--- src/design/color_seg_pkg.sv ---
package color_seg_pkg;

	// ----------------------------------------------------------------------
	// widths
	// ----------------------------------------------------------------------
	localparam int pix_w  = 8;    // one channel of a pixel
	localparam int mask_w = 16;   // class word

	// ----------------------------------------------------------------------
	// ycbcr -> rgb, 8 fractional bits
	// ----------------------------------------------------------------------
	localparam logic [9:0] coef_y  = 10'd298;   // 1.164 luma gain
	localparam logic [9:0] coef_rv = 10'd409;   // 1.596 cr to red
	localparam logic [9:0] coef_gv = 10'd208;   // 0.813 cr to green
	localparam logic [9:0] coef_gu = 10'd100;   // 0.392 cb to green
	localparam logic [9:0] coef_bu = 10'd516;   // 2.017 cb to blue

	localparam logic [7:0] luma_ofs   = 8'd16;
	localparam logic [7:0] chroma_ofs = 8'd128;

	// ----------------------------------------------------------------------
	// hsv scale, six sextants of 40 steps
	// ----------------------------------------------------------------------
	localparam logic [7:0] hue_sextant = 8'd40;
	localparam logic [7:0] hue_full    = 8'd240;

	// classifier thresholds
	localparam logic [7:0] sat_chroma = 8'd96;    // above this counts as coloured
	localparam logic [7:0] sat_white  = 8'd64;
	localparam logic [7:0] val_black  = 8'd96;
	localparam logic [7:0] val_white  = 8'd192;

	// hue centres on the 240 circle
	localparam logic [7:0] hue_red    = 8'd230;
	localparam logic [7:0] hue_orange = 8'd15;
	localparam logic [7:0] hue_yellow = 8'd40;
	localparam logic [7:0] hue_green  = 8'd90;
	localparam logic [7:0] hue_blue   = 8'd144;

	localparam logic [7:0] hue_tol_default = 8'd10;   // half width of a band

endpackage

--- src/design/pix3_if.sv ---
`timescale 1ns/1ps

// three channel pixel stream, one pixel per transfer
interface pix3_if;
	import color_seg_pkg::*;

	logic             valid;   // pixel on ch0..ch2
	logic             ready;   // sink takes it this edge
	logic [pix_w-1:0] ch0;
	logic [pix_w-1:0] ch1;
	logic [pix_w-1:0] ch2;

	// producer side
	modport src (
		output valid, ch0, ch1, ch2,
		input  ready
	);

	// consumer side
	modport dst (
		input  valid, ch0, ch1, ch2,
		output ready
	);

endinterface

--- src/design/color_classifier.sv ---
`timescale 1ns/1ps

module color_classifier #(
	parameter logic [color_seg_pkg::pix_w-1:0] hue_tol = color_seg_pkg::hue_tol_default
) (
	input  logic                             clk_llc,
	input  logic                             resetx,
	pix3_if.dst                              hsv,
	output logic                             out_valid,
	input  logic                             out_ready,
	output logic [color_seg_pkg::mask_w-1:0] out_mask
);
	import color_seg_pkg::*;

	logic              load;
	logic              is_black;
	logic              is_chroma;   // saturated enough to carry a hue
	logic              is_white;
	logic              is_red;
	logic              is_orange;
	logic              is_yellow;
	logic              is_green;
	logic              is_blue;
	logic [mask_w-1:0] mask_d;

	// open band around a centre, bounds wrap mod 256
	function automatic logic in_band(
		input logic [pix_w-1:0] h,
		input logic [pix_w-1:0] centre
	);
		logic [pix_w-1:0] lo;
		logic [pix_w-1:0] hi;
		lo = centre - hue_tol;
		hi = centre + hue_tol;
		return (lo < h) && (h < hi);
	endfunction

	assign load      = ~out_valid | out_ready;
	assign hsv.ready = load;

	// ch0 = h, ch1 = s, ch2 = v
	assign is_black  = hsv.ch2 < val_black;
	assign is_chroma = ~is_black & (hsv.ch1 > sat_chroma);
	assign is_white  = (hsv.ch1 < sat_white) & (hsv.ch2 > val_white);
	assign is_red    = is_chroma & in_band(hsv.ch0, hue_red);
	assign is_orange = is_chroma & in_band(hsv.ch0, hue_orange);
	assign is_yellow = is_chroma & in_band(hsv.ch0, hue_yellow);
	assign is_green  = is_chroma & in_band(hsv.ch0, hue_green);
	assign is_blue   = is_chroma & in_band(hsv.ch0, hue_blue);

	// ----------------------------------------------------------------------
	// mask word, msb first
	// ----------------------------------------------------------------------
	assign mask_d = {
		is_white | is_red | is_orange | is_yellow,                        // 15
		is_white | is_red | is_orange | is_yellow | is_black,             // 14
		is_white | is_red,                                                // 13
		is_red,
		is_orange,
		is_white | is_green | is_yellow,                                  // 10
		is_white | is_green | is_yellow | is_orange | is_black,           // 9
		is_white | is_green | is_yellow | is_orange,
		is_white,                                                         // 7
		is_green,
		is_yellow,
		is_white | is_blue,                                               // 4
		is_white | is_blue | is_black,
		is_white | is_blue,                                               // 2, same as 4
		is_blue,
		is_black                                                          // 0
	};

	always_ff @(posedge clk_llc or negedge resetx)
	begin
		if (~resetx)
			out_valid <= 1'b0;
		else if (load)
			out_valid <= hsv.valid;
	end

	always_ff @(posedge clk_llc)
	begin
		if (load)
			out_mask <= mask_d;
	end

endmodule

--- src/design/color_seg_top.sv ---
`timescale 1ns/1ps

module color_seg_top #(
	parameter logic [color_seg_pkg::pix_w-1:0] hue_tol = color_seg_pkg::hue_tol_default
) (
	input  logic                             clk_llc,
	input  logic                             resetx,
	input  logic                             in_valid,
	input  logic [color_seg_pkg::pix_w-1:0]  in_byte,
	output logic                             in_ready,
	output logic                             out_valid,
	output logic [color_seg_pkg::mask_w-1:0] out_mask,
	input  logic                             out_ready
);

	// ----------------------------------------------------------------------
	// stage links
	// ----------------------------------------------------------------------
	pix3_if ycc_bus ();   // y, cb, cr
	pix3_if rgb_bus ();   // r, g, b
	pix3_if hsv_bus ();   // h, s, v

	ycc_pair_unpack unpack_i (
		.clk_llc  (clk_llc),
		.resetx   (resetx),
		.in_valid (in_valid),
		.in_byte  (in_byte),
		.in_ready (in_ready),
		.ycc      (ycc_bus.src)
	);

	ycc_to_rgb ycc2rgb_i (
		.clk_llc (clk_llc),
		.resetx  (resetx),
		.ycc     (ycc_bus.dst),
		.rgb     (rgb_bus.src)
	);

	rgb_to_hsv rgb2hsv_i (
		.clk_llc (clk_llc),
		.resetx  (resetx),
		.rgb     (rgb_bus.dst),
		.hsv     (hsv_bus.src)
	);

	color_classifier #(
		.hue_tol (hue_tol)
	) classify_i (
		.clk_llc   (clk_llc),
		.resetx    (resetx),
		.hsv       (hsv_bus.dst),
		.out_valid (out_valid),
		.out_ready (out_ready),
		.out_mask  (out_mask)
	);

endmodule

--- src/design/rgb_to_hsv.sv ---
`timescale 1ns/1ps

module rgb_to_hsv (
	input  logic clk_llc,
	input  logic resetx,
	pix3_if.dst  rgb,
	pix3_if.src  hsv
);
	import color_seg_pkg::*;

	// which channel is largest
	localparam logic [1:0] sel_red = 2'd0;
	localparam logic [1:0] sel_grn = 2'd1;
	localparam logic [1:0] sel_blu = 2'd2;

	logic               v1;
	logic               load1;
	logic               load2;
	logic [pix_w-1:0]   r;
	logic [pix_w-1:0]   g;
	logic [pix_w-1:0]   b;
	logic [pix_w-1:0]   max_d;
	logic [pix_w-1:0]   min_d;
	logic [1:0]         sel_d;
	logic signed [8:0]  diff_d;   // signed hue difference
	logic [pix_w-1:0]   max_q;
	logic [pix_w-1:0]   delta_q;
	logic [1:0]         sel_q;
	logic signed [8:0]  diff_q;
	logic signed [15:0] h_num;
	logic signed [15:0] h_den;
	logic signed [15:0] h_quo;
	logic signed [15:0] h_off;
	logic [15:0]        s_num;
	logic [15:0]        s_den;
	logic [15:0]        s_quo;

	assign r = rgb.ch0;
	assign g = rgb.ch1;
	assign b = rgb.ch2;

	assign load2     = ~hsv.valid | hsv.ready;
	assign load1     = ~v1 | load2;
	assign rgb.ready = load1;

	// ----------------------------------------------------------------------
	// stage 1, max, min and the difference for the hue
	// ----------------------------------------------------------------------
	always_comb
	begin
		if (r >= g && r >= b)   // red wins ties
		begin
			sel_d  = sel_red;
			max_d  = r;
			diff_d = $signed({1'b0, g}) - $signed({1'b0, b});
		end
		else if (g >= b)
		begin
			sel_d  = sel_grn;
			max_d  = g;
			diff_d = $signed({1'b0, b}) - $signed({1'b0, r});
		end
		else
		begin
			sel_d  = sel_blu;
			max_d  = b;
			diff_d = $signed({1'b0, r}) - $signed({1'b0, g});
		end
		min_d = (r <= g && r <= b) ? r : ((g <= b) ? g : b);
	end

	always_ff @(posedge clk_llc or negedge resetx)
	begin
		if (~resetx)
		begin
			v1        <= 1'b0;
			hsv.valid <= 1'b0;
		end
		else
		begin
			if (load1)
				v1 <= rgb.valid;
			if (load2)
				hsv.valid <= v1;
		end
	end

	always_ff @(posedge clk_llc)
	begin
		if (load1)
		begin
			max_q   <= max_d;
			delta_q <= max_d - min_d;
			sel_q   <= sel_d;
			diff_q  <= diff_d;
		end
	end

	// ----------------------------------------------------------------------
	// stage 2, hue and saturation
	// ----------------------------------------------------------------------
	// divisors forced to 1 for grey and black, result is 0 there anyway
	assign h_num = $signed({8'b0, hue_sextant}) * diff_q;
	assign h_den = (delta_q == '0) ? 16'sd1 : $signed({8'b0, delta_q});
	assign h_quo = h_num / h_den;   // truncates toward zero

	always_comb
	begin
		case (sel_q)
			sel_red:
			begin
				h_off = h_quo + $signed({8'b0, hue_full});
				if (h_off >= $signed({8'b0, hue_full}))   // wrap past 240
					h_off = h_off - $signed({8'b0, hue_full});
			end
			sel_grn: h_off = h_quo + $signed({7'b0, hue_sextant, 1'b0});   // +80
			default: h_off = h_quo + $signed({6'b0, hue_sextant, 2'b00});  // +160
		endcase
	end

	assign s_num = {8'b0, delta_q} * 16'd255;
	assign s_den = (max_q == '0) ? 16'd1 : {8'b0, max_q};
	assign s_quo = s_num / s_den;

	always_ff @(posedge clk_llc)
	begin
		if (load2)
		begin
			hsv.ch0 <= h_off[pix_w-1:0];   // grey lands on red, wraps to 0
			hsv.ch1 <= s_quo[pix_w-1:0];
			hsv.ch2 <= max_q;   // value
		end
	end

endmodule

--- src/design/ycc_pair_unpack.sv ---
`timescale 1ns/1ps

module ycc_pair_unpack (
	input  logic                           clk_llc,
	input  logic                           resetx,
	input  logic                           in_valid,
	input  logic [color_seg_pkg::pix_w-1:0] in_byte,
	output logic                           in_ready,
	pix3_if.src                            ycc
);
	import color_seg_pkg::*;

	// byte order inside one 4:2:2 group
	localparam logic [1:0] byte_cb = 2'd0;
	localparam logic [1:0] byte_y0 = 2'd1;
	localparam logic [1:0] byte_cr = 2'd2;
	localparam logic [1:0] byte_y1 = 2'd3;

	logic [1:0]       cnt;     // position in group
	logic             take;    // byte accepted this edge
	logic [pix_w-1:0] cb_q;    // shared by both pixels
	logic [pix_w-1:0] y0_q;    // waits for cr
	logic [pix_w-1:0] cr_q;    // kept for pixel 1

	// free when nothing is waiting on the output
	assign in_ready = ~ycc.valid | ycc.ready;
	assign take     = in_valid & in_ready;

	always_ff @(posedge clk_llc or negedge resetx)
	begin
		if (~resetx)
		begin
			cnt       <= 2'd0;
			ycc.valid <= 1'b0;
		end
		else
		begin
			if (take)
				cnt <= cnt + 2'd1;   // wraps back to cb
			// cr and y1 each finish a pixel
			if (in_ready)
				ycc.valid <= take & cnt[1];
		end
	end

	// ----------------------------------------------------------------------
	// byte capture and pixel assembly
	// ----------------------------------------------------------------------
	always_ff @(posedge clk_llc)
	begin
		if (take)
		begin
			case (cnt)
				byte_cb: cb_q <= in_byte;
				byte_y0: y0_q <= in_byte;
				byte_cr:
				begin
					cr_q    <= in_byte;
					ycc.ch0 <= y0_q;      // pixel 0
					ycc.ch1 <= cb_q;
					ycc.ch2 <= in_byte;
				end
				byte_y1:
				begin
					ycc.ch0 <= in_byte;   // pixel 1, same chroma
					ycc.ch1 <= cb_q;
					ycc.ch2 <= cr_q;
				end
			endcase
		end
	end

endmodule

--- src/design/ycc_to_rgb.sv ---
`timescale 1ns/1ps

module ycc_to_rgb (
	input  logic clk_llc,
	input  logic resetx,
	pix3_if.dst  ycc,
	pix3_if.src  rgb
);
	import color_seg_pkg::*;

	logic               v1;      // stage 1 holds products
	logic               load1;
	logic               load2;
	logic signed [9:0]  y_d;     // offset removed
	logic signed [9:0]  cb_d;
	logic signed [9:0]  cr_d;
	logic signed [19:0] p_y;     // luma term
	logic signed [19:0] p_rv;
	logic signed [19:0] p_gv;
	logic signed [19:0] p_gu;
	logic signed [19:0] p_bu;
	logic signed [19:0] r_sum;
	logic signed [19:0] g_sum;
	logic signed [19:0] b_sum;

	// drop 8 fraction bits and saturate to a byte
	function automatic logic [pix_w-1:0] clamp8(input logic signed [19:0] s);
		logic signed [19:0] sh;
		sh = s >>> 8;
		if (sh < 0)
			return '0;
		else if (sh > 20'sd255)
			return '1;
		else
			return sh[pix_w-1:0];
	endfunction

	// stall ripples back one stage per cycle
	assign load2     = ~rgb.valid | rgb.ready;
	assign load1     = ~v1 | load2;
	assign ycc.ready = load1;

	assign y_d  = $signed({2'b00, ycc.ch0}) - $signed({2'b00, luma_ofs});
	assign cb_d = $signed({2'b00, ycc.ch1}) - $signed({2'b00, chroma_ofs});
	assign cr_d = $signed({2'b00, ycc.ch2}) - $signed({2'b00, chroma_ofs});

	always_ff @(posedge clk_llc or negedge resetx)
	begin
		if (~resetx)
		begin
			v1        <= 1'b0;
			rgb.valid <= 1'b0;
		end
		else
		begin
			if (load1)
				v1 <= ycc.valid;
			if (load2)
				rgb.valid <= v1;
		end
	end

	// ----------------------------------------------------------------------
	// stage 1, products
	// ----------------------------------------------------------------------
	always_ff @(posedge clk_llc)
	begin
		if (load1)
		begin
			p_y  <= $signed({1'b0, coef_y}) * y_d;
			p_rv <= $signed({1'b0, coef_rv}) * cr_d;
			p_gv <= $signed({1'b0, coef_gv}) * cr_d;
			p_gu <= $signed({1'b0, coef_gu}) * cb_d;
			p_bu <= $signed({1'b0, coef_bu}) * cb_d;
		end
	end

	// stage 2, sums then clamp
	assign r_sum = p_y + p_rv;
	assign g_sum = p_y - p_gv - p_gu;
	assign b_sum = p_y + p_bu;

	always_ff @(posedge clk_llc)
	begin
		if (load2)
		begin
			rgb.ch0 <= clamp8(r_sum);
			rgb.ch1 <= clamp8(g_sum);
			rgb.ch2 <= clamp8(b_sum);
		end
	end

endmodule

--- config.mk ---
export PLATFORM = sky130hd
export DESIGN_NAME = color_seg_top
export DESIGN_NICKNAME = d
export VERILOG_FILES = /design/src/design/color_seg_pkg.sv /design/src/design/pix3_if.sv /design/src/design/color_classifier.sv /design/src/design/color_seg_top.sv /design/src/design/rgb_to_hsv.sv /design/src/design/ycc_pair_unpack.sv /design/src/design/ycc_to_rgb.sv
export SDC_FILE = /design/constraint.sdc
export NUM_CORES = 1
export LEC_CHECK = 0
export BUFFER_PORTS_ARGS = -buffer_cell sky130_fd_sc_hd__buf_2
export CAP_MARGIN = 20
export CELL_PAD_IN_SITES_DETAIL_PLACEMENT = 1
export CELL_PAD_IN_SITES_GLOBAL_PLACEMENT = 1
export CORE_ASPECT_RATIO = 1.4
export CORE_UTILIZATION = 50
export CTS_CLUSTER_SIZE = 40
export DETAILED_ROUTE_END_ITERATION = 10
export GPL_TIMING_DRIVEN = 1
export PLACE_DENSITY_LB_ADDON = 0.25
export SYNTH_ARGS = -nofsm -noshare
export SYNTH_HDL_FRONTEND = slang
export SYNTH_SLANG_ARGS = --single-unit
--- constraint.sdc ---
create_clock -name clk_llc -period 46.8 [get_ports clk_llc]
set_input_delay 4.68 -clock clk_llc [delete_from_list [all_inputs] [get_ports clk_llc]]
set_output_delay 4.68 -clock clk_llc [all_outputs]
set_load 0.02 [all_outputs]
Yosys cells after proc, flatten, opt, wreduce, memory -nomap -nowiden --
Cells that the tools add are included. W data, S select, Z words.
Storage, ports and cells: register bits after elaboration 238, bits in latches 0, bits in writable memories 0, bits in read-only memories 0, bits of input ports 12, output and inout bits 18, word-level logic and storage cells 151, memories kept 0
Cells by class: add/sub/neg operators 16, multipliers 7, divide/modulo/power cells 2, $lt $le $gt $ge 27, eq/ne operators 4, shift operators 0, muxes and demuxes 16, bitwise logic cells 32, reductions and logical operators 18
Operator list (count):
- $mux W8 | 10
- $pmux W8 S2 | 3
- $add A20 B20 Y20 | 2
- $sub A20 B20 Y20 | 2
- $gt A12 B9 Y1 const B | 3
- $lt A12 B1 Y1 const B | 3
- $mul A9 B9 Y18 const A | 2
- $div A16 B16 Y16 | 2
- $sub A8 B8 Y9 | 3
- $ge A8 B8 Y1 | 3
- $le A8 B8 Y1 | 3
- $lt A8 B7 Y1 const B | 3
- $mul A10 B9 Y19 const A | 1
- $mux W9 | 2
- $sub A8 B8 Y9 const B | 2
- $add A16 B9 Y16 const B | 1
- $add A8 B8 Y8 const B | 2
- $ge A16 B9 Y1 const B | 1
- $logic_not A8 Y1 | 2
- $lt A8 B8 Y1 const A | 2
- $lt A8 B8 Y1 const B | 2
- $mul A8 B8 Y16 const B | 1
- $or A1 B1 Y1 | 16
- $mul A6 B9 Y15 const A | 1
- other kinds (23) | 50

Depth between registers and ports, before layout --
depth after elaboration 9, mapped depth 199, mapped depth without buffers 190

By module --
A second synthesis with hierarchy kept.
Second synthesis, totals: cell total of the unflattened synthesis 3361, area total of the unflattened synthesis 30269.0 um^2
By module, submodules not included:
- rgb_to_hsv | instances 1, cells an instance 2281, area an instance 17429.2 um^2, sequential area each 1581.5 um^2
- ycc_to_rgb | instances 1, cells an instance 926, area an instance 10179.8 um^2, sequential area each 3143.0 um^2
- ycc_pair_unpack | instances 1, cells an instance 86, area an instance 1856.8 um^2, sequential area each 1516.5 um^2
- color_classifier | instances 1, cells an instance 68, area an instance 803.3 um^2, sequential area each 475.5 um^2

Worst setup path after synthesis --
OpenSTA, ideal clock, no wires.
path type reg-to-reg, from reg rgb2hsv_i.diff_q[1], to reg rgb2hsv_i.hsv.ch0[6] (data pin), library setup time 260 ps, data arrival time 36528 ps, required time 46540 ps, path slack 10013 ps, stages on the path, launching flop included 181, buffers on the path 14, clock period less this slack 36787 ps, cells stage by stage edfxtp_1 -> ha_1 -> ha_1 -> inv_1 -> fa_1 -> and2b_1 -> o21ai_2 -> or3_1 -> or3_1 -> o31ai_1 -> xnor2_1 -> ha_1 -> o21a_1 -> o21ai_0 -> nor2_1 -> a31o_2 -> ha_1 -> o21a_1 -> [... 145 more ...] -> or4b_4 -> nor3_4 -> a21oi_1 -> xnor2_2 -> inv_2 -> ha_1 -> nor3_1 -> nand2b_1 -> nor2b_1 -> nand3_1 -> nand3_1 -> a211oi_1 -> nor2_1 -> nor4_2 -> nor2_1 -> o32ai_2 -> xnor2_1 -> mux2_2
Between the ends: word-level cells in the longest chain between the ends 6, elaborated cells on any way between the ends 9, classes of those cells add/sub: 4; mul: 1; div: 1; order compare: 1; mux: 2
RTL lines:
- start: declaration | line rgb_to_hsv.sv:29 | logic signed [8:0] diff_q;
- start signal: assignment | line rgb_to_hsv.sv:95 | diff_q <= diff_d;
- $mul A4 B9 Y13 (*) | line rgb_to_hsv.sv:103 | assign h_num = $signed({8'b0, hue_sextant}) * diff_q;
- $div A16 B16 Y16 (*) | line rgb_to_hsv.sv:105 | assign h_quo = h_num / h_den;
- $add A16 B9 Y16 | line rgb_to_hsv.sv:112 | h_off = h_quo + $signed({8'b0, hue_full});
- $ge A16 B9 Y1 / $sub A8 B5 Y8 (equally long branches) | line rgb_to_hsv.sv:113, rgb_to_hsv.sv:114
- $mux W8 | line rgb_to_hsv.sv:113 | if (h_off >= $signed({8'b0, hue_full}))
- $pmux W8 S2 (*) | line rgb_to_hsv.sv:109 | case (sel_q)
- net rgb2hsv_i.h_off[6] | line rgb_to_hsv.sv:33 | logic signed [15:0] h_off;
- end signal: assignment | line rgb_to_hsv.sv:129 | hsv.ch0 <= h_off[pix_w-1:0];
- end: declaration | line pix3_if.sv:15 | output valid, ch0, ch1, ch2,
The timed path passes the listed nets; every way through them passes the cells marked *. A chain may end at the register's enable or synchronous reset.

Final worst setup path --
from reg rgb2hsv_i.diff_q[8], to reg rgb2hsv_i.hsv.ch0[6] (data pin)
Same word-level chain as after synthesis.

==> results_dict.tcl <==
set metrics [dict create \
    outcome "finished, final reports clean" \
    clkSinkCount 225 \
    fin_tns_setup_ns 0 \
    postSynthCellCount 3307 \
    drive_gt1_share_pct 6.784 \
    grtUsageMet3_pct 2.561 \
    drtIter0Drc 991 \
    cts_tree "done" \
    reg2regPathDepth 167 \
    die_area_sq_um 60390 \
    critPathLaunchType "flip-flop" \
    synthesis.nets 3926 \
    first_global_vias 28270 \
    cts-root-buf "clkbuf_16" \
    netlist_area_sq_um 29700 \
    gp_congestion 0.9308 \
    hpwl_microns 75360 \
    diodes 0 \
    die_x_microns 208.0 \
    min_path_cells 0 \
    cpMaxStageDelayCell "nor2_1" \
    antenna_found_initial 0 \
    worst_hold_slack_ns 0.4224 \
    fin_crit_sh_pct 92.02 \
    cts_setup_buffers 0 \
    r2r_slack_ns 3.74 \
    finalSetupViolCount 0 \
    h-tree-depth 1 \
    synth_edf_count 217 \
    gr-usage-met1_pct 28.35 \
    worstPathArrival_ns 43.38 \
    num_vias 25350 \
    nets 3944 \
    required_ns 47.12 \
    cts-root-to-sink-buffers 3 \
    drtAntennaViolNets 0 \
    cpMostUsedCell "o21a_1" \
    slew_viol_final 0 \
    timing.rr.end "rgb2hsv_i.hsv.ch0[6]" \
    syn_to_final_growth_pct 6.379 \
    layout_commonest_cell "ha_1" \
    synth_seq_area_share_pct 22.62 \
    max_freq_mhz 23.22 \
    grt_pass1_wl_microns 145800 \
    grt_most_used_layer "met2" \
    yosys_warnings 0 \
    synthArstFlopShare_pct 3.556 \
    hp-class "flip-flop to flip-flop" \
    die_h_microns 290.4 \
    cts_buffers 27 \
    maxCapViolations 0 \
    ys_seq_elements 225 \
    routed_wl_microns 91600 \
    hold_violations 0 \
    hp-start "unpack_i.cb_q[5]" \
    syn-mean-instance-area_sq_um 8.980 \
    gr-usage-all-layers_pct 30.18 \
    cp_slowest_stage_delay_ns 0.80 \
    fin_crit_ns 43.06 \
    final_cell_mix "ha_1, inv_1, nor2_1, edfxtp_1, nand2_1" \
    cp_max_fo 23 \
    worst_pin_slew_ns 1.085 \
    rows 105 \
    dr.pass1.iters 6 \
    core_sq_um 58590 \
    hold_end "unpack_i.ycc.ch1[5]" \
    grt_use_met2_pct 59.81 \
    insertion_delay_ns 0.60 \
    clkTransAtPathRegs_ns 0.06 \
    relSlewSlack_pct 27.22 \
    ios 30 \
    grt_start_max_net_pins 81 \
    detail_route.wl_per_cell_microns 22.37 \
    skew_ns 0.03516 \
    synth_ff_type "edfxtp_1" \
    drc_errors 0 \
    grt_overflow_total 0 \
    rsz0062_at_grt "no" \
    start_util_pct 50.68 \
    viasPerCell 6.189 \
    regToRegStartpoint "rgb2hsv_i.diff_q[8]" \
    cts-resized-gates 0 \
    worst-setup-path-type "flip-flop to flip-flop" \
    io_buffers 29 \
    post-route-util_pct 53.92 \
    netlist-cell-type-count 109 \
    hold_buffers 0 \
    critPathCaptureType "flip-flop" \
]
stage by stage:
step	area [sq um]	cells	worst slack, ns
after floorplan	29700	3307	10.01
after global placement	30680	4043	5.092
after detailed placement	30680	4043	4.011
after CTS	31540	4093	3.814
after global routing	31590	4095	0.4517
final	31590	4095	3.737
critical path, delay by kind of cell, from the launching register on:
family	cells	cell delay [ns]
flops	1	0.69
compound gates	83	19.57
buf+inv	5	1.07
xor+xnor	3	0.73
fa+ha+maj	19	5.96
mux	5	1.92
simple gates	52	12.70
area by class of cell:
cell class / instances / area, sq um
Tap cell: 749 / 937.1
Fill cell: 6855 / 27000
Sequential cell: 225 / 6716
Clock buffer: 32 / 724.4
Inverter: 336 / 1261
Timing Repair Buffer: 50 / 335.3
Clock inverter: 18 / 137.6
Multi-Input combinational cell: 2685 / 21480
synth_stat cells, types with 28 or more instances:
cell type | instances | area, sq um
inv_1 | 334 | 1254
nor2_1 | 232 | 870.8
edfxtp_1 | 217 | 6516
mux2_2 | 54 | 608.1
nand3_1 | 49 | 245.2
or3_1 | 35 | 219.0
xor2_1 | 61 | 534.3
o21a_1 | 163 | 1224
o31ai_1 | 52 | 390.4
xnor2_1 | 128 | 1121
nand2_1 | 189 | 709.4
nor3_1 | 163 | 815.8
nand2b_1 | 65 | 406.6
nor2b_1 | 59 | 369.1
a21oi_1 | 172 | 860.8
o21bai_1 | 35 | 262.8
a21o_1 | 67 | 503.0
ha_1 | 517 | 6469
nand4_1 | 28 | 175.2
fa_1 | 90 | 1802
clkbuf_1 | 49 | 183.9
o21ai_0 | 155 | 775.7
state kept, by name, summed over array words and instances (netlist names), 9 cells and up:
| register | count |
|---|---|
| ycc2rgb_i.p_rv | 19 |
| rgb2hsv_i.diff_q | 9 |
| ycc2rgb_i.p_gv | 12 |
| ycc2rgb_i.p_y | 18 |
| ycc2rgb_i.p_gu | 15 |
| classify_i.out_mask | 15 |
| ycc2rgb_i.p_bu | 15 |
per-layer routing:
layer  share of wire (%)  vias up
li1                    -    12030
met1                  35    12510
met2                  54      493
met3                 2.5      314
met4                 8.4        0
met5                   0        -
cell families after synthesis:
family,after synthesis,share of synthesized area [%]
fa+ha+maj,609,27.92
flops,225,22.62
simple gates,950,16.14
compound gates,853,19.52
mux,80,2.958
other cells,1,0.01263
buf+inv,397,5.106
xor+xnor,192,5.738
worst max path at each step:
stage	from	endpoint	slack, ns	cells after the start
finish	rgb2hsv_i.diff_q[8]	rgb2hsv_i.hsv.ch0[6]	3.74	167
global placement	rgb2hsv_i.diff_q[1]	rgb2hsv_i.hsv.ch0[6]	5.09	169
floorplan	rgb2hsv_i.diff_q[1]	rgb2hsv_i.hsv.ch0[6]	10.01	180
detailed placement	rgb2hsv_i.diff_q[1]	rgb2hsv_i.hsv.ch0[6]	4.01	169
global route	rgb2hsv_i.diff_q[8]	rgb2hsv_i.hsv.ch0[6]	0.45	167
CTS	rgb2hsv_i.diff_q[1]	rgb2hsv_i.hsv.ch0[6]	3.81	169
Power is left out: the tool's default activity adds up to more than one toggle a clock period on the data nets, which glitch-free logic cannot reach.
